--- config.mk ---
export PLATFORM = sky130hd
export DESIGN_NAME = fdc_top
export DESIGN_NICKNAME = d
export VERILOG_FILES = /design/src/fdc_bus_pkg.sv /design/src/fdc_work_pkg.sv /design/src/fdc_if.sv /design/src/fdc_host_regs.sv /design/src/fdc_sequencer.sv /design/src/fdc_sector_xfer.sv /design/src/fdc_top.sv
export SDC_FILE = /design/constraint.sdc
export NUM_CORES = 1
export LEC_CHECK = 0
export ABC_AREA = 1
export CORE_ASPECT_RATIO = 0.5
export CORE_MARGIN = 8
export CORE_UTILIZATION = 40
export CTS_BUF_LIST = sky130_fd_sc_hd__clkbuf_4 sky130_fd_sc_hd__clkbuf_8
export CTS_CLUSTER_DIAMETER = 100
export DETAILED_ROUTE_END_ITERATION = 12
export DONT_BUFFER_PORTS = 1
export GPL_TIMING_DRIVEN = 0
export HOLD_SLACK_MARGIN = 0.12
export PLACE_DENSITY = 0.53
export SLEW_MARGIN = 20
export SYNTH_ARGS = -nofsm -noshare
export SYNTH_HDL_FRONTEND = slang
export SYNTH_SLANG_ARGS = --single-unit
--- constraint.sdc ---
create_clock -name clk -period 7 [get_ports clk]
set_clock_uncertainty 0.05 [all_clocks]
set_input_delay 0.7 -clock clk [delete_from_list [all_inputs] [get_ports clk]]
set_output_delay 0.7 -clock clk [all_outputs]
set_load 0.005 [all_outputs]
--- src/fdc_bus_pkg.sv ---
package fdc_bus_pkg;

	// ----------------------------------------
	// host side types
	// ----------------------------------------

	// one register byte as the host sees it
	typedef logic [7:0] byte_t;

	// host port address, three bits wide
	typedef logic [2:0] reg_addr_t;

	// upper nibble of a command byte
	typedef logic [3:0] cmd_nibble_t;

	// ----------------------------------------
	// register map
	// ----------------------------------------

	// command on write, status on read
	localparam reg_addr_t A_CMD_STATUS = 3'b000;
	localparam reg_addr_t A_TRACK      = 3'b001;
	localparam reg_addr_t A_SECTOR     = 3'b010;
	localparam reg_addr_t A_DATA       = 3'b011;
	// drive in bit 0, side in bit 2
	localparam reg_addr_t A_CTL2       = 3'b111;

	// ----------------------------------------
	// command classes
	// ----------------------------------------

	localparam cmd_nibble_t CMD_RESTORE   = 4'h0;
	localparam cmd_nibble_t CMD_SEEK      = 4'h1;
	// read and write sector take the next nibble too
	localparam cmd_nibble_t CMD_READ      = 4'h8;
	localparam cmd_nibble_t CMD_WRITE     = 4'hA;
	localparam cmd_nibble_t CMD_FORCE_INT = 4'hD;

endpackage

--- src/fdc_work_pkg.sv ---
package fdc_work_pkg;

	// ----------------------------------------
	// workhorse request codes
	// ----------------------------------------

	// nothing asked, the workhorse may idle
	localparam logic [7:0] REQ_IDLE  = 8'h00;

	// sector read, drive and side in the low bits
	localparam logic [7:0] REQ_READ  = 8'h10;

	// sector write, side in bit 0
	localparam logic [7:0] REQ_WRITE = 8'h20;

	// type I command, nibble in the low bits
	localparam logic [7:0] REQ_NOP   = 8'h40;

	// end of command, workhorse clears its status
	localparam logic [7:0] REQ_ACK   = 8'h80;

	// ----------------------------------------
	// workhorse status bits
	// ----------------------------------------

	// request finished
	localparam int WS_DONE      = 0;
	// finished without trouble
	localparam int WS_OK        = 1;
	// crc problem, only meaningful with a failure
	localparam int WS_CRC       = 2;
	// no image loaded, counts as failure
	localparam int WS_NOT_READY = 3;

	// ----------------------------------------
	// sector buffer
	// ----------------------------------------

	// address into the 1 KB buffer
	typedef logic [9:0] buf_addr_t;

	// byte count, wide enough for a full 1024 byte sector
	typedef logic [10:0] xfer_len_t;

endpackage

--- src/fdc_if.sv ---
`timescale 1ns/1ps

// command handshake and register values between host block and sequencer
interface fdc_ctl_if;
	import fdc_bus_pkg::*;

	// host block side
	byte_t cmd;
	logic  cmd_valid;
	logic  force_int;
	logic  status_read;
	byte_t track_reg;
	byte_t sector_reg;
	logic  side;
	logic  drive;

	// sequencer side
	logic  cmd_take;
	logic  track_load;
	byte_t track_value;
	logic  busy;
	byte_t status;

	modport host (
		output cmd, cmd_valid, force_int, status_read,
		output track_reg, sector_reg, side, drive,
		input  cmd_take, track_load, track_value, busy, status
	);

	modport sequencer (
		input  cmd, cmd_valid, force_int, status_read,
		input  track_reg, side, drive,
		output cmd_take, track_load, track_value, busy, status
	);
endinterface

// start/stop of the byte engine and its results
interface fdc_xfer_if;
	import fdc_bus_pkg::*;

	logic  start_read;
	logic  start_write;
	logic  stop;
	logic  done;
	logic  lost;
	logic  drq;
	byte_t data_reg;

	modport sequencer (
		output start_read, start_write, stop,
		input  done, lost, drq, data_reg
	);

	modport engine (
		input  start_read, start_write, stop,
		output done, lost, drq, data_reg
	);
endinterface

--- src/fdc_host_regs.sv ---
`timescale 1ns/1ps

module fdc_host_regs (
	input  logic                   clk,
	input  logic                   reset_n,
	input  logic                   rd,
	input  logic                   wr,
	input  fdc_bus_pkg::reg_addr_t addr,
	input  fdc_bus_pkg::byte_t     idata,
	output fdc_bus_pkg::byte_t     odata,
	output logic                   data_rd,
	output logic                   data_wr,
	output fdc_bus_pkg::byte_t     data_in,
	fdc_ctl_if.host                ctl,
	input  fdc_bus_pkg::byte_t     data_reg
);
	import fdc_bus_pkg::*;

	logic wr_cmd;
	logic is_force;

	// ----------------------------------------
	// strobe decode
	// ----------------------------------------

	assign wr_cmd   = wr && (addr == A_CMD_STATUS);
	assign is_force = (idata[7:4] == CMD_FORCE_INT);

	// data port strobes go straight to the byte engine
	assign data_rd = rd && (addr == A_DATA);
	assign data_wr = wr && (addr == A_DATA);
	assign data_in = idata;

	// force-interrupt bypasses the pending latch
	assign ctl.force_int   = wr_cmd && is_force;
	// sequencer clears the index bit on this
	assign ctl.status_read = rd && (addr == A_CMD_STATUS);

	// ----------------------------------------
	// registers
	// ----------------------------------------

	always_ff @(posedge clk or negedge reset_n) begin
		if (!reset_n) begin
			ctl.track_reg  <= 8'h00;
			ctl.sector_reg <= 8'h00;
			ctl.side       <= 1'b0;
			ctl.drive      <= 1'b0;
			ctl.cmd_valid  <= 1'b0;
		end else begin
			// type I commands may rewrite the track register
			if (ctl.track_load)
				ctl.track_reg <= ctl.track_value;
			else if (wr && addr == A_TRACK && !ctl.busy)
				ctl.track_reg <= idata;

			if (wr && addr == A_SECTOR && !ctl.busy)
				ctl.sector_reg <= idata;

			if (wr && addr == A_CTL2) begin
				ctl.side  <= idata[2];
				ctl.drive <= idata[0];
			end

			// pending flag, dropped once the sequencer takes it
			if (ctl.cmd_take)
				ctl.cmd_valid <= 1'b0;
			// second command while one waits is lost
			if (wr_cmd && !is_force && !ctl.cmd_valid)
				ctl.cmd_valid <= 1'b1;
		end
	end

	// command byte itself
	always_ff @(posedge clk) begin
		if (wr_cmd && !is_force && !ctl.cmd_valid)
			ctl.cmd <= idata;
	end

	// ----------------------------------------
	// readback
	// ----------------------------------------

	always_comb begin
		case (addr)
			A_CMD_STATUS: odata = ctl.status;
			A_TRACK:      odata = ctl.track_reg;
			A_SECTOR:     odata = ctl.sector_reg;
			A_DATA:       odata = data_reg;
			// unused bits of ctl2 read high
			A_CTL2:       odata = {5'b11111, ctl.side, 1'b0, ctl.drive};
			default:      odata = 8'hFF;
		endcase
	end

	// sequencer only takes what was latched here
	a_take_needs_valid: assert property (
		@(posedge clk) disable iff (!reset_n) ctl.cmd_take |-> ctl.cmd_valid
	);

endmodule

--- src/fdc_sequencer.sv ---
`timescale 1ns/1ps

module fdc_sequencer (
	input  logic               clk,
	input  logic               reset_n,
	fdc_ctl_if.sequencer       ctl,
	fdc_xfer_if.sequencer      xfer,
	output fdc_bus_pkg::byte_t cpu_track,
	output fdc_bus_pkg::byte_t cpu_request,
	input  fdc_bus_pkg::byte_t cpu_status
);
	import fdc_bus_pkg::*;
	import fdc_work_pkg::*;

	typedef enum logic [3:0] {
		S_IDLE,
		S_WAIT_NOP,
		S_WAIT_READ,
		S_READING,
		S_WRITING,
		S_WAIT_WRITE,
		S_ABORT,
		S_END_ACK,
		S_END_CLEAR
	} seq_state_t;

	seq_state_t  state;
	cmd_nibble_t nibble;

	// status sources
	logic cmd_mode;
	logic head_loaded;
	logic index_flag;
	logic not_ready;
	logic seek_err;
	logic crc_err;
	logic wr_fault;
	logic lost_data;

	// step helpers
	logic  step_dir;
	logic  step_out;
	byte_t head_next;
	byte_t track_next;

	logic ws_ok;
	logic ws_fail;
	logic busy_any;

	// ----------------------------------------
	// decode helpers
	// ----------------------------------------

	assign nibble = ctl.cmd[7:4];

	// bit 6 clear keeps the last direction, 1 steps toward track 0
	assign step_out   = ctl.cmd[6] ? ctl.cmd[5] : step_dir;
	assign head_next  = step_out ? cpu_track - 8'd1 : cpu_track + 8'd1;
	// track register follows by one step as well
	assign track_next = step_out ? ctl.track_reg - 8'd1 : ctl.track_reg + 8'd1;

	assign ws_ok   = cpu_status[WS_DONE] & cpu_status[WS_OK];
	assign ws_fail = (cpu_status[WS_DONE] & ~cpu_status[WS_OK]) | cpu_status[WS_NOT_READY];

	// a latched command already counts as busy for the host
	assign busy_any = ctl.busy | ctl.cmd_valid;

	// type I layout vs read/write layout
	assign ctl.status = cmd_mode ?
		{not_ready, 1'b0, wr_fault, seek_err, crc_err, lost_data, xfer.drq, busy_any} :
		{not_ready, 1'b0, head_loaded, seek_err, crc_err, cpu_track == 8'd0,
			index_flag, busy_any};

	// ----------------------------------------
	// command FSM
	// ----------------------------------------

	always_ff @(posedge clk or negedge reset_n) begin
		if (!reset_n) begin
			state            <= S_IDLE;
			cpu_track        <= 8'hFF;
			cpu_request      <= REQ_IDLE;
			ctl.busy         <= 1'b0;
			ctl.cmd_take     <= 1'b0;
			ctl.track_load   <= 1'b0;
			ctl.track_value  <= 8'h00;
			xfer.start_read  <= 1'b0;
			xfer.start_write <= 1'b0;
			xfer.stop        <= 1'b0;
			cmd_mode         <= 1'b0;
			step_dir         <= 1'b0;
			head_loaded      <= 1'b0;
			index_flag       <= 1'b0;
			not_ready        <= 1'b0;
			seek_err         <= 1'b0;
			crc_err          <= 1'b0;
			wr_fault         <= 1'b0;
			lost_data        <= 1'b0;
		end else begin
			// one-cycle pulses
			ctl.cmd_take     <= 1'b0;
			ctl.track_load   <= 1'b0;
			xfer.start_read  <= 1'b0;
			xfer.start_write <= 1'b0;
			xfer.stop        <= 1'b0;

			not_ready <= cpu_status[WS_NOT_READY];
			if (ctl.status_read)
				index_flag <= 1'b0;

			case (state)
				S_IDLE: begin
					if (ctl.cmd_valid) begin
						ctl.cmd_take <= 1'b1;
						cmd_mode     <= ctl.cmd[7];
						// common part of every type I command
						if (!ctl.cmd[7]) begin
							head_loaded <= ctl.cmd[3];
							index_flag  <= 1'b1;
							ctl.busy    <= 1'b1;
							cpu_request <= REQ_NOP | {4'h0, nibble};
							state       <= S_WAIT_NOP;
						end
						case (nibble)
							CMD_RESTORE: begin
								cpu_track       <= 8'h00;
								ctl.track_load  <= 1'b1;
								ctl.track_value <= 8'h00;
							end
							CMD_SEEK: begin
								// head lands on the data register value
								cpu_track       <= xfer.data_reg;
								ctl.track_load  <= 1'b1;
								ctl.track_value <= xfer.data_reg;
							end
							4'h2, 4'h3, 4'h4, 4'h5, 4'h6, 4'h7: begin
								if (ctl.cmd[6])
									step_dir <= ctl.cmd[5];
								cpu_track <= head_next;
								// bit 4 asks for track update
								if (ctl.cmd[4]) begin
									ctl.track_load  <= 1'b1;
									ctl.track_value <= track_next;
								end
							end
							CMD_READ, CMD_READ | 4'h1: begin
								{wr_fault, seek_err, crc_err, lost_data} <= 4'b0000;
								ctl.busy    <= 1'b1;
								cpu_request <= REQ_READ | {6'b0, ctl.drive, ctl.side};
								state       <= S_WAIT_READ;
							end
							CMD_WRITE, CMD_WRITE | 4'h1: begin
								{wr_fault, seek_err, crc_err, lost_data} <= 4'b0000;
								ctl.busy         <= 1'b1;
								xfer.start_write <= 1'b1;
								state            <= S_WRITING;
							end
							// read address and track ops are not handled
							default: ;
						endcase
					end
				end

				S_WAIT_NOP: begin
					if (cpu_status[WS_DONE])
						state <= S_END_ACK;
				end

				// workhorse fills the buffer first
				S_WAIT_READ: begin
					if (ws_fail) begin
						seek_err <= 1'b1;
						crc_err  <= cpu_status[WS_CRC];
						state    <= S_END_ACK;
					end else if (ws_ok) begin
						xfer.start_read <= 1'b1;
						state           <= S_READING;
					end
				end

				S_READING: begin
					if (xfer.lost)
						lost_data <= 1'b1;
					if (xfer.done)
						state <= S_END_ACK;
				end

				// host fills the buffer, then workhorse flushes it
				S_WRITING: begin
					if (xfer.done) begin
						cpu_request <= REQ_WRITE | {7'b0, ctl.side};
						state       <= S_WAIT_WRITE;
					end
				end

				S_WAIT_WRITE: begin
					if (ws_fail) begin
						wr_fault <= cpu_status[WS_CRC];
						state    <= S_END_ACK;
					end else if (ws_ok) begin
						state <= S_END_ACK;
					end
				end

				S_ABORT: begin
					xfer.stop <= 1'b1;
					state     <= S_END_ACK;
				end

				S_END_ACK: begin
					cpu_request <= REQ_ACK;
					state       <= S_END_CLEAR;
				end

				// wait for workhorse to clear its status
				S_END_CLEAR: begin
					if (cpu_status == 8'h00) begin
						cpu_request <= REQ_IDLE;
						ctl.busy    <= 1'b0;
						state       <= S_IDLE;
					end
				end

				default: state <= S_IDLE;
			endcase

			// force-interrupt overrides whatever runs
			if (ctl.force_int) begin
				cmd_mode <= 1'b0;
				if (state == S_IDLE)
					{wr_fault, seek_err, crc_err, lost_data} <= 4'b0000;
				else
					state <= S_ABORT;
			end
		end
	end

	a_one_start: assert property (
		@(posedge clk) disable iff (!reset_n) !(xfer.start_read && xfer.start_write)
	);

endmodule

--- src/fdc_sector_xfer.sv ---
`timescale 1ns/1ps

module fdc_sector_xfer #(
	parameter int SECTOR_SIZE  = 1024,
	parameter int DRQ_PACE     = 15,
	parameter int LOST_TIMEOUT = 2048
) (
	input  logic                    clk,
	input  logic                    reset_n,
	fdc_xfer_if.engine              xfer,
	input  logic                    data_rd,
	input  logic                    data_wr,
	input  fdc_bus_pkg::byte_t      data_in,
	input  fdc_bus_pkg::byte_t      buff_idata,
	output fdc_work_pkg::buf_addr_t buff_addr,
	output logic                    buff_rd,
	output logic                    buff_wr,
	output fdc_bus_pkg::byte_t      buff_odata
);
	import fdc_work_pkg::*;

	localparam int PACE_W = $clog2(DRQ_PACE + 2);
	localparam int WD_W   = $clog2(LOST_TIMEOUT + 2);

	localparam logic [PACE_W-1:0] PACE_LOAD = PACE_W'(DRQ_PACE);
	localparam logic [WD_W-1:0]   WD_LOAD   = WD_W'(LOST_TIMEOUT);
	localparam xfer_len_t         LAST_BYTE = xfer_len_t'(SECTOR_SIZE - 1);

	typedef enum logic [2:0] {
		X_IDLE,
		X_PACE,
		X_HOLD,
		X_NEXT,
		X_WR_WAIT,
		X_WR_STROBE,
		X_WR_ADV
	} xfer_state_t;

	xfer_state_t       state;
	xfer_len_t         count;
	logic [PACE_W-1:0] pace_cnt;
	logic [WD_W-1:0]   wd_cnt;

	// buffer always sees the data register on writes
	assign buff_odata = xfer.data_reg;

	always_ff @(posedge clk or negedge reset_n) begin
		if (!reset_n) begin
			state         <= X_IDLE;
			count         <= '0;
			buff_addr     <= '0;
			buff_rd       <= 1'b0;
			buff_wr       <= 1'b0;
			pace_cnt      <= '0;
			wd_cnt        <= '0;
			xfer.done     <= 1'b0;
			xfer.lost     <= 1'b0;
			xfer.drq      <= 1'b0;
			xfer.data_reg <= 8'h00;
		end else begin
			xfer.done <= 1'b0;
			buff_wr   <= 1'b0;

			// host writes land here in any state, seek reads it too
			if (data_wr)
				xfer.data_reg <= data_in;

			case (state)
				X_IDLE: begin
					count     <= '0;
					buff_addr <= '0;
					if (xfer.start_read) begin
						xfer.lost <= 1'b0;
						buff_rd   <= 1'b1;
						pace_cnt  <= PACE_LOAD;
						state     <= X_PACE;
					end else if (xfer.start_write) begin
						xfer.lost <= 1'b0;
						xfer.drq  <= 1'b1;
						state     <= X_WR_WAIT;
					end
				end

				// ----------------------------------------
				// buffer to host
				// ----------------------------------------

				// give the buffer time, then present the byte
				X_PACE: begin
					if (pace_cnt != '0) begin
						pace_cnt <= pace_cnt - 1'b1;
					end else begin
						xfer.data_reg <= buff_idata;
						xfer.drq      <= 1'b1;
						buff_rd       <= 1'b0;
						wd_cnt        <= WD_LOAD;
						state         <= X_HOLD;
					end
				end

				// host read or watchdog expiry, both end the byte
				X_HOLD: begin
					if (wd_cnt != '0)
						wd_cnt <= wd_cnt - 1'b1;
					if (data_rd || wd_cnt == '0) begin
						xfer.drq <= 1'b0;
						if (wd_cnt == '0)
							xfer.lost <= 1'b1;
						state <= X_NEXT;
					end
				end

				X_NEXT: begin
					buff_addr <= buff_addr + 1'b1;
					count     <= count + 1'b1;
					if (count == LAST_BYTE) begin
						xfer.done <= 1'b1;
						state     <= X_IDLE;
					end else begin
						buff_rd  <= 1'b1;
						pace_cnt <= PACE_LOAD;
						state    <= X_PACE;
					end
				end

				// ----------------------------------------
				// host to buffer
				// ----------------------------------------

				X_WR_WAIT: begin
					if (data_wr) begin
						xfer.drq <= 1'b0;
						state    <= X_WR_STROBE;
					end
				end

				// data register is settled by now
				X_WR_STROBE: begin
					buff_wr <= 1'b1;
					state   <= X_WR_ADV;
				end

				X_WR_ADV: begin
					buff_addr <= buff_addr + 1'b1;
					count     <= count + 1'b1;
					if (count == LAST_BYTE) begin
						xfer.done <= 1'b1;
						state     <= X_IDLE;
					end else begin
						xfer.drq <= 1'b1;
						state    <= X_WR_WAIT;
					end
				end

				default: state <= X_IDLE;
			endcase

			// abort from the sequencer
			if (xfer.stop) begin
				xfer.drq <= 1'b0;
				buff_rd  <= 1'b0;
				buff_wr  <= 1'b0;
				state    <= X_IDLE;
			end
		end
	end

	a_rd_wr_exclusive: assert property (
		@(posedge clk) disable iff (!reset_n) !(buff_rd && buff_wr)
	);

endmodule

--- src/fdc_top.sv ---
`timescale 1ns/1ps

module fdc_top #(
	parameter int SECTOR_SIZE  = 1024,
	parameter int DRQ_PACE     = 15,
	parameter int LOST_TIMEOUT = 2048
) (
	input  logic                    clk,
	input  logic                    reset_n,
	// host bus
	input  logic                    rd,
	input  logic                    wr,
	input  fdc_bus_pkg::reg_addr_t  addr,
	input  fdc_bus_pkg::byte_t      idata,
	output fdc_bus_pkg::byte_t      odata,
	// sector buffer
	output fdc_work_pkg::buf_addr_t buff_addr,
	output logic                    buff_rd,
	output logic                    buff_wr,
	input  fdc_bus_pkg::byte_t      buff_idata,
	output fdc_bus_pkg::byte_t      buff_odata,
	// workhorse
	output fdc_bus_pkg::byte_t      cpu_track,
	output fdc_bus_pkg::byte_t      cpu_sector,
	output fdc_bus_pkg::byte_t      cpu_status_out,
	output fdc_bus_pkg::byte_t      cpu_request,
	input  fdc_bus_pkg::byte_t      cpu_status,
	// flags
	output logic                    irq,
	output logic                    drq
);
	import fdc_bus_pkg::*;

	fdc_ctl_if  ctl_bus ();
	fdc_xfer_if xfer_bus ();

	// data port strobes between host block and engine
	logic  data_rd;
	logic  data_wr;
	byte_t data_in;

	fdc_host_regs u_host_regs (
		.clk      (clk),
		.reset_n  (reset_n),
		.rd       (rd),
		.wr       (wr),
		.addr     (addr),
		.idata    (idata),
		.odata    (odata),
		.data_rd  (data_rd),
		.data_wr  (data_wr),
		.data_in  (data_in),
		.ctl      (ctl_bus.host),
		.data_reg (xfer_bus.data_reg)
	);

	fdc_sequencer u_sequencer (
		.clk         (clk),
		.reset_n     (reset_n),
		.ctl         (ctl_bus.sequencer),
		.xfer        (xfer_bus.sequencer),
		.cpu_track   (cpu_track),
		.cpu_request (cpu_request),
		.cpu_status  (cpu_status)
	);

	fdc_sector_xfer #(
		.SECTOR_SIZE  (SECTOR_SIZE),
		.DRQ_PACE     (DRQ_PACE),
		.LOST_TIMEOUT (LOST_TIMEOUT)
	) u_sector_xfer (
		.clk        (clk),
		.reset_n    (reset_n),
		.xfer       (xfer_bus.engine),
		.data_rd    (data_rd),
		.data_wr    (data_wr),
		.data_in    (data_in),
		.buff_idata (buff_idata),
		.buff_addr  (buff_addr),
		.buff_rd    (buff_rd),
		.buff_wr    (buff_wr),
		.buff_odata (buff_odata)
	);

	// workhorse sees the sector register and the live status byte
	assign cpu_sector     = ctl_bus.sector_reg;
	assign cpu_status_out = ctl_bus.status;

	// irq follows busy
	assign irq = ctl_bus.busy;
	assign drq = xfer_bus.drq;

endmodule

Word level (Yosys, flattened, before mapping). Index checks and enable logic that the tools add are counted.

Multiplexer cells: 123. Equality and inequality tests: 54. Add/sub/neg operators: 8. Reduce and logical (&&, ||, !) cells: 57. Bitwise operators: 6.

Operator list (number): 8-bit two-way mux (13); 1-bit two-way mux (65); 4-bit two-way mux (12); 8-bit case mux with 3 select lines (2); 8-bit case mux with 5 select lines (1); 4-bit case mux with 9 select lines (1); 4-bit by 3-bit == test with 1-bit output, second input constant (8); 8-bit case mux with 4 select lines (1); 3-bit != test, second input constant (10); 4-bit == test, second input constant (6); 12-bit two-way mux (2); 12-bit case mux with 2 select lines (1); 4-bit AND reduction (6); 11-bit case mux with 2 select lines (1); 3-bit two-way mux (7); 3-bit case mux with 7 select lines (1); 10-bit case mux with 2 select lines (1); 8-bit by 1-bit adder with 8-bit output, second input constant (2); 4-bit by 2-bit == test with 1-bit output, second input constant (4); 8-bit logical NOT (2); 2-bit nonzero test (8); 8-bit by 1-bit subtractor with 8-bit output, second input constant (2); 5-bit two-way mux (3); 5-bit case mux with 3 select lines (1); 39 further kinds (88).

Output and inout port bits: 62. Flip-flop bits (word level): 124. Input bits: 31.

Depth between registers and ports, before layout. Gate-level depths: netlist of run 1.

Depth in word-level cells: 7. Depth in mapped cells: 10. Mapped depth without buffers: 10.

By module. A second synthesis of run 1 with hierarchy kept.

Cell total of the unflattened synthesis: 1036. Area total of the unflattened synthesis: 7677.4 sq um.

Modules (own cells, without submodules): fdc_sector_xfer (instances 1, seq. area each 1351.3 sq um, cells an instance 397, area an instance 3029.2 sq um); fdc_sequencer (instances 1, seq. area each 1061.0 sq um, cells an instance 410, area an instance 2937.8 sq um); fdc_host_regs (instances 1, seq. area each 715.7 sq um, cells an instance 229, area an instance 1710.4 sq um).

Worst setup path after synthesis of run 1. No wires, ideal clock.

Path kind: register to register. From: reg u_host_regs.ctl.cmd[6]. To: reg u_sequencer.ctl.track_value[7]. Clock period less this slack: 2674 ps. Library setup time: 77 ps. Stages on the path, launching flop included: 10. Slack: 4326 ps. Buffers on the path: 0. Arrival time: 2546 ps. Path through: edfxtp_1 o21ai_0 ha_1 nand2_1 inv_1 a21oi_1 nand2_1 nand2_1 nand3_1 a21oi_1.

Longest elaborated chain between the ends: 4.

Ends and longest elaborated chain: from (decl) (RTL line fdc_if.sv:25) `output cmd, cmd_valid, force_int, status_read,`; from (signal assigned) (RTL line fdc_host_regs.sv:77) `ctl.cmd <= idata;`; 1-bit two-way mux; net u_sequencer.step_out (RTL line fdc_sequencer.sv:42) `logic step_out;`; 8-bit two-way mux (RTL line fdc_sequencer.sv:60) `assign track_next = step_out ? ctl.track_reg - 8'd1 : ctl.track_reg + 8'd1;`; 8-bit two-way mux (RTL line fdc_sequencer.sv:141) `if (ctl.cmd[4]) begin`; 8-bit case mux with 3 select lines (RTL line fdc_sequencer.sv:124) `case (nibble)`; to (signal assigned) (RTL line fdc_sequencer.sv:134) `ctl.track_value <= xfer.data_reg;`; to (signal assigned) (RTL line fdc_sequencer.sv:143) `ctl.track_value <= track_next;`; to (decl) (RTL line fdc_if.sv:33) `output cmd_take, track_load, track_value, busy, status`.

The timed path passes the listed nets, and every way through them passes these cells. The select of a mux whose other input is x is not followed. A chain may end at the register's enable or synchronous reset.

Worst setup path in the final report of run 1.
From: reg u_sequencer.cpu_track[0]. To: out odata[2].

Longest elaborated chain between the ends: 3.

Ends and longest elaborated chain: from (decl) (RTL line fdc_sequencer.sv:8) `output fdc_bus_pkg::byte_t cpu_track,`; from (signal assigned) (RTL line fdc_sequencer.sv:132) `cpu_track <= xfer.data_reg;`; from (signal assigned) (RTL line fdc_sequencer.sv:139) `cpu_track <= head_next;`; 8-bit logical NOT (RTL line fdc_sequencer.sv:71) `{not_ready, 1'b0, head_loaded, seek_err, crc_err, cpu_track == 8'd0,`; 6-bit two-way mux (RTL line fdc_sequencer.sv:69) `assign ctl.status = cmd_mode ?`; net cpu_status_out[2] (RTL line fdc_top.sv:25) `output fdc_bus_pkg::byte_t cpu_status_out,`; 8-bit case mux with 5 select lines (RTL line fdc_host_regs.sv:85) `case (addr)`; to (decl) (RTL line fdc_top.sv:15) `output fdc_bus_pkg::byte_t odata,`.

The timed path passes the listed nets, and every way through them passes these cells.

==> impl_metrics.ini, run 1 <==
[outcome]
status = finished, final reports clean

[timing]
tightest_slew_ns = 0.613
fin_crit_sh = 0.367
tns_ns = 0
slew_headroom = 0.588
period_minus_slack_ns = 2.57
final_max_slew_viol_count = 0
rsz0062_at_grt = no
setup_violations = 0
finalHoldViolations = 0
max_freq_ghz = 0.389

[place]
place.gp.congestion = 0.867
portBuffers = 0
dpl.hpwl_um = 15300
place_area_mm2 = 0.00742

[synthesis]
synthCells = 962
synth.distinct_cells = 51
synth.avg_cell_area_um2 = 7.39
ys_seq_area_frac = 0.427
ys_warn_count = 0
syn_area_mm2 = 0.00711
synth-seq-cells = 120

[floorplanning]
fp.coreArea_mm2 = 0.0174
die_w_um = 205
die_h_um = 110
die-area_mm2 = 0.0226
io_pins = 93
start_util = 0.409
rows = 34

[route]
drt-initial-drc-count = 287
vias = 6364
antenna_left = 0
first_pass_iters = 5
vias_per_cell = 5.17
drc = 0
routedWlPerCell_um = 16.6
wl_um = 20400

[flow_run]
maxCapViolations = 0

[clock_tree]
cts_buffer_depth = 2
cts-buffers-inserted = 17
cts_root_buf = clkbuf_8
cts_tree = done
clk_pin_slew_worst_paths_ns = 0.08
cts_htree_levels = 4
clock_sinks = 120
clk-insertion-delay-late_ns = 0.44

[grt]
grt_antenna_before_repair = 2
grt_pass1_wl_um = 33200
grt_pass1_vias = 6283
grt.overflow.total = 0
groute.usage.overall = 0.187
grt_max_degree = 116

[cells_and_area]
stdcell_area_mm2 = 0.00787
drive_gt1_frac = 0.105
antenna_cells = 0
nFillCells = 1765
largest_register_ffs = 12
reg.largest.list = u_sector_xfer.wd_cnt: 12 flops, u_sector_xfer.count: 11 flops, u_sector_xfer.buff_addr: 10 flops
nets = 1034
area_growth_syn_to_layout_pct = 10.7
regMostFlops = u_sector_xfer.wd_cnt

[worst_setup_path]
crit_fanout = 7
path_common_cell = nand3_1
r2r_end = u_sequencer.ctl.track_value[7]$_DFFE_PN0P_
cp-startpoint = u_sequencer.cpu_track[0]$_DFFE_PN1P_
cp.depth = 5
start_kind = register
r2r_start = u_host_regs.ctl.cmd[6]$_DFFE_PP_
r2r_cells = 10
cp_cell_sequence = nor2_1 > nand3_1 > o22ai_1 > a21oi_1 > nand3_1
path_class = reg -> out
crit_family = flip-flops
cp-end-kind = primary output
r2r_slack_ns = 4.67
crit_slowest_cell = dfstp_2
cpPeakStageDelay_ns = 0.63
endpoint = odata[2]
cp_num_buf_inv = 0
critical_path_arrival_ns = 1.82
cp_data_required_time_ns = 6.25

[hold_path]
hold_path.class = in -> async

[power]
power.leakage_nw = 3.92
ir_drop_mv = 0.179
pwr_density_cell_mw_per_mm2 = 404
-- synth_stat cells (all sizes together) --
cell,instances,area (µm²)
a211oi,3,22.5
a21oi,58,290
a221oi,1,8.76
a22o,1,8.76
a22oi,3,22.5
a31oi,5,31.3
a32o,2,20.0
buf,15,108
clkbuf,3,11.3
conb,1,3.75
dfrtp,107,2680
dfstp,8,210
edfxtp,5,150
fa,2,40.0
ha,17,213
inv,130,488
mux2,4,45.0
nand2,269,1040
nand3,79,423
nand3b,2,15.0
nand4,18,119
nor2,114,468
nor3,18,95.1
nor3b,1,7.51
o2111ai,3,26.3
o211a,1,10.0
o211ai,5,42.5
o21a,2,15.0
o21ai,57,285
o21bai,1,7.51
o22ai,12,87.6
o31a,1,8.76
o31ai,2,15.0
o32ai,2,17.5
or2,4,25.0
xnor2,2,17.5
xor2,4,35.0
-- area by class of cell --
| type | instances | area (µm²) | area share |
|---|---|---|---|
| Inverter | 130 | 488 | 0.0620 |
| Clock inverter | 14 | 174 | 0.0221 |
| Timing Repair Buffer | 2 | 38.8 | 0.00493 |
| Sequential cell | 120 | 3040 | 0.386 |
| Multi-Input combinational cell | 695 | 3480 | 0.441 |
| Clock buffer | 18 | 248 | 0.0315 |
| Buffer | 18 | 119 | 0.0151 |
| Tap cell | 234 | 293 | 0.0372 |
-- placed cells by master (no fill, tap or decap), types with 4 or more instances in the layout --
master | netlist | layout
nor2_4 | 4 | 4
inv_2 | 13 | 13
o21ai_0 | 49 | 48
nor2_2 | 4 | 4
a21oi_1 | 58 | 58
o22ai_1 | 10 | 10
nand2_1 | 260 | 260
nor2_1 | 106 | 106
clkinv_4 | 0 | 5
dfstp_2 | 8 | 8
inv_1 | 117 | 117
ha_1 | 17 | 17
nor3_1 | 17 | 17
or2_2 | 4 | 4
buf_4 | 8 | 8
buf_2 | 5 | 5
o21ai_1 | 8 | 8
a31oi_1 | 5 | 5
nand2_2 | 7 | 7
nand4_1 | 17 | 17
dfrtp_1 | 107 | 107
clkbuf_8 | 0 | 18
mux2_2 | 4 | 4
xor2_1 | 4 | 4
nand3_1 | 75 | 75
o211ai_1 | 4 | 4
edfxtp_1 | 5 | 5
-- stage by stage --
| step | setup WS (ns) | utilization | std cells | power, W | hold WS, ns |
|---|---|---|---|---|---|
| 2_1_floorplan | 4.33 | - | 963 | 0.00214 | 0.350 |
| 3_3_place_gp | 3.41 | 0.426 | 1197 | 0.00247 | 0.360 |
| 3_5_place_dp | 4.71 | 0.427 | 1198 | 0.00250 | 0.364 |
| 4_1_cts | 4.38 | 0.453 | 1231 | 0.00321 | 0.173 |
| 5_1_grt | 4.37 | 0.453 | 1231 | 0.00348 | 0.173 |
| 6_report | 4.43 | 0.453 | 1231 | 0.00318 | 0.159 |
-- kinds of logic (layout without fill, tap and decap cells) --
group / after synthesis / after routing / synth area share
XOR/XNOR: 6 / 6 / 0.00739
buffers and inverters: 148 / 182 / 0.0853
flip-flops: 120 / 120 / 0.427
AND/OR/NAND/NOR: 505 / 505 / 0.309
AO/OA/AOI/OAI: 159 / 159 / 0.129
multiplexers: 4 / 4 / 0.00633
adder cells (fa/ha/maj): 19 / 19 / 0.0355
other: 1 / 2 / 0.000527
-- worst min path at each step --
stage,startpoint,to
finish,reset_n,u_sector_xfer.count[2]$_DFFE_PN0P_
global route,reset_n,u_sector_xfer.count[2]$_DFFE_PN0P_
CTS,reset_n,u_sector_xfer.buff_addr[3]$_DFFE_PN0P_
detailed placement,reset_n,u_sector_xfer.count[1]$_DFFE_PN0P_
global placement,reset_n,u_sector_xfer.count[2]$_DFFE_PN0P_
floorplan,reset_n,u_host_regs.ctl.cmd_valid$_DFFE_PN0P_
-- report_power, final --
| group | total, W | switching (W) | internal [W] |
|---|---|---|---|
| clock | 0.000687 | 0.000323 | 0.000364 |
| sequential | 0.00118 | 0.000248 | 0.000933 |
| combinational | 0.00131 | 0.000849 | 0.000464 |
| total | 0.00318 | 0.00142 | 0.00176 |
-- metal layers --
layer  wire length (µm)  GRT usage
met5                 27          0
met4                385     0.0593
met3                998     0.0551
met2               9580      0.308
met1               9430      0.236
-- repair_timing --
item	4_1_cts	5_1_grt
endpoints found under the hold margin	115	0
hold buffers	1	0
resized for setup	0	0
buffers inserted	0	0
(Power assumes the default switching activity.)
==> inputs of run 2 (changes only) <==
--- a/config.mk
+++ b/config.mk
@@ -15,7 +15,7 @@
 export DONT_BUFFER_PORTS = 1
 export GPL_TIMING_DRIVEN = 0
 export HOLD_SLACK_MARGIN = 0.12
-export PLACE_DENSITY = 0.53
+export PLACE_DENSITY = 0.55
 export SLEW_MARGIN = 20
 export SYNTH_ARGS = -nofsm -noshare
 export SYNTH_HDL_FRONTEND = slang
==> constraint.sdc (replaced) <==
create_clock -name clk -period 2.25 [get_ports clk]
set_clock_uncertainty 0.05 [all_clocks]
set_input_delay 0.225 -clock clk [delete_from_list [all_inputs] [get_ports clk]]
set_output_delay 0.225 -clock clk [all_outputs]
set_load 0.005 [all_outputs]
==> run 2 against run 1 <==
  * The flow now finishes with violations (negative hold slack)
  * Clock power rose to 3.6 times the previous value
  * First-iteration DRC count grew 46%
  * Global-route usage rose by 0.54 points
  * Non-clock buffer count up 36
  * Utilization up 2.4 points
  * Critical path type unchanged
  * Critical endpoint unchanged
  * Highest routed layer is now met4
==> impl_metrics.ini, run 2 (synthesized netlist as in run 1, its figures left out) <==
[outcome]
status = finished, violations left
violations = negative hold slack

[power]
pwr_density_cell_mw_per_mm2 = 1250
ir_drop_mv = 0.464
p_int_w = 0.00592
switching_power_w = 0.00442
sequentialPowerShare = 0.357
switching_share = 0.428
p_clk_frac = 0.238
power.leakage_nw = 4.10
combPwrFrac = 0.406

[floorplanning]
fp.coreArea_mm2 = 0.0174
die-area_mm2 = 0.0226
die_h_um = 110
die_w_um = 205
start_util = 0.409
rows = 34
io_pins = 93

[clock_tree]
cts_tree = done
cts_buffer_depth = 2
clk_pin_slew_worst_paths_ns = 0.08
clk-insertion-delay-late_ns = 0.44
cts_root_buf = clkbuf_8
postCtsHoldBufs = 33
cts-buffers-inserted = 17
clock_sinks = 120
cts_htree_levels = 4

[route]
drt-initial-drc-count = 420
drt-met1-wl_um = 9570
wl_um = 20900
antenna_left = 0
routed.top_layer = met4
first_pass_iters = 5
vias = 6640
drc = 0
dr_wl_met2_um = 9790
wl_met3_um = 1160
vias_per_cell = 5.24
routedWlPerCell_um = 16.5

[grt]
grt_pass1_vias = 6413
grt_pass1_wl_um = 34400
grt_max_degree = 116
grt_antenna_before_repair = 1
groute.usage.overall = 0.192
grt.overflow.total = 0

[timing]
slew_headroom = 0.531
setup_violations = 0
whs_ns = -0.576
tightest_slew_ns = 0.699
max_freq_ghz = 0.470
period_minus_slack_ns = 2.13
tns_ns = 0
fin_crit_sh = 0.946
final_max_slew_viol_count = 0
finalHoldViolations = 115
rsz0062_at_grt = no

[cells_and_area]
drive_gt1_frac = 0.106
final_common_cell = nand2_1
nets = 1070
final_cell_mix = 259 x nand2_1, 117 x inv_1, 107 x dfrtp_1, 106 x nor2_1, 75 x nand3_1
fin_util = 0.477
regMostFlops = u_sector_xfer.wd_cnt
reg.largest.list = u_sector_xfer.wd_cnt: 12 flops, u_sector_xfer.count: 11 flops, u_sector_xfer.buff_addr: 10 flops
final_cells = 1268
largest_register_ffs = 12
area_growth_syn_to_layout_pct = 16.6

[hold_path]
hold_path.class = in -> async

[place]
place_inst = 1197
dpl.hpwl_um = 15200
portBuffers = 0
place.gp.congestion = 0.905

[worst_setup_path]
cp-startpoint = u_sequencer.cpu_track[5]$_DFFE_PN1P_
start_kind = register
crit_fanout = 4
r2r_start = u_host_regs.ctl.cmd[6]$_DFFE_PP_
path_class = reg -> out
cp-end-kind = primary output
cp_data_required_time_ns = 1.98
critical_path_arrival_ns = 1.85

[flow_run]
maxCapViolations = 0
[run 2: through the flow]
step	hold slack, ns	area, µm²	setup WS, ns	power, W
3_5_place_dp	-0.111	7410	-0.199	0.00778
4_1_cts	-0.599	8240	0.0141	0.0103
6_report	-0.576	8300	0.122	0.0103
3_3_place_gp	-0.112	7410	-0.202	0.00772
5_1_grt	-0.613	8300	0.0280	0.0112
2_1_floorplan	-0.121	7120	0.254	0.00666
[run 2: layer usage]
layer / vias up / GRT usage
li1: 3272 / -
met1: 3172 / 0.250
met2: 165 / 0.318
met3: 31 / 0.0423
met4: 0 / 0.0629
met5: - / 0
[run 2: path summary, 6_finish.rpt]
check,endpoint,slack [ns],cells past startpoint
min reg2reg,u_host_regs.ctl.cmd_valid$_DFFE_PN0P_,0.38,1
max,odata[2],0.12,5
max reg2reg,u_sequencer.cpu_track[3]$_DFFE_PN1P_,0.19,9
min in group clk,u_sequencer.index_flag$_DFF_PN0_,0.13,4
max in group asynchronous,u_sequencer.cpu_track[0]$_DFFE_PN1P_,2.46,0
min,u_sector_xfer.wd_cnt[7]$_DFFE_PN0P_,-0.58,0
[run 2: worst max-delay path, stage by stage (launching register included)]
cell and delay [ns]:
dfstp_2 0.40, nor2_1 0.12, nand3_1 0.21, o22ai_1 0.42, a21oi_1 0.13, nand3_1 0.14
[run 2: power groups by stage]
stage                     clock [W]  combinational, W  sequential [W]
after floorplan                   0           0.00322         0.00345
after global placement            0           0.00400         0.00372
after detailed placement          0           0.00405         0.00373
after CTS                   0.00249           0.00414         0.00370
after global routing        0.00261           0.00484         0.00379
final                       0.00246           0.00419         0.00369
[run 2: final cells by class]
class | count | area (µm²)
Inverter | 130 | 488
Buffer | 18 | 119
Tap cell | 234 | 293
Fill cell | 1729 | 9100
Clock inverter | 12 | 221
Sequential cell | 120 | 3040
Multi-Input combinational cell | 695 | 3490
Clock buffer | 20 | 269
Timing Repair Buffer | 38 | 380
Antenna cell | 1 | 2.50
[run 2: what timing repair did]
item | 4_1_cts | 5_1_grt
resized for setup | 1 | 2
pin swaps | 0 | 1
buffers inserted | 0 | 5
endpoints found under the setup margin | 11 | 11
endpoints found under the hold margin | 162 | 115
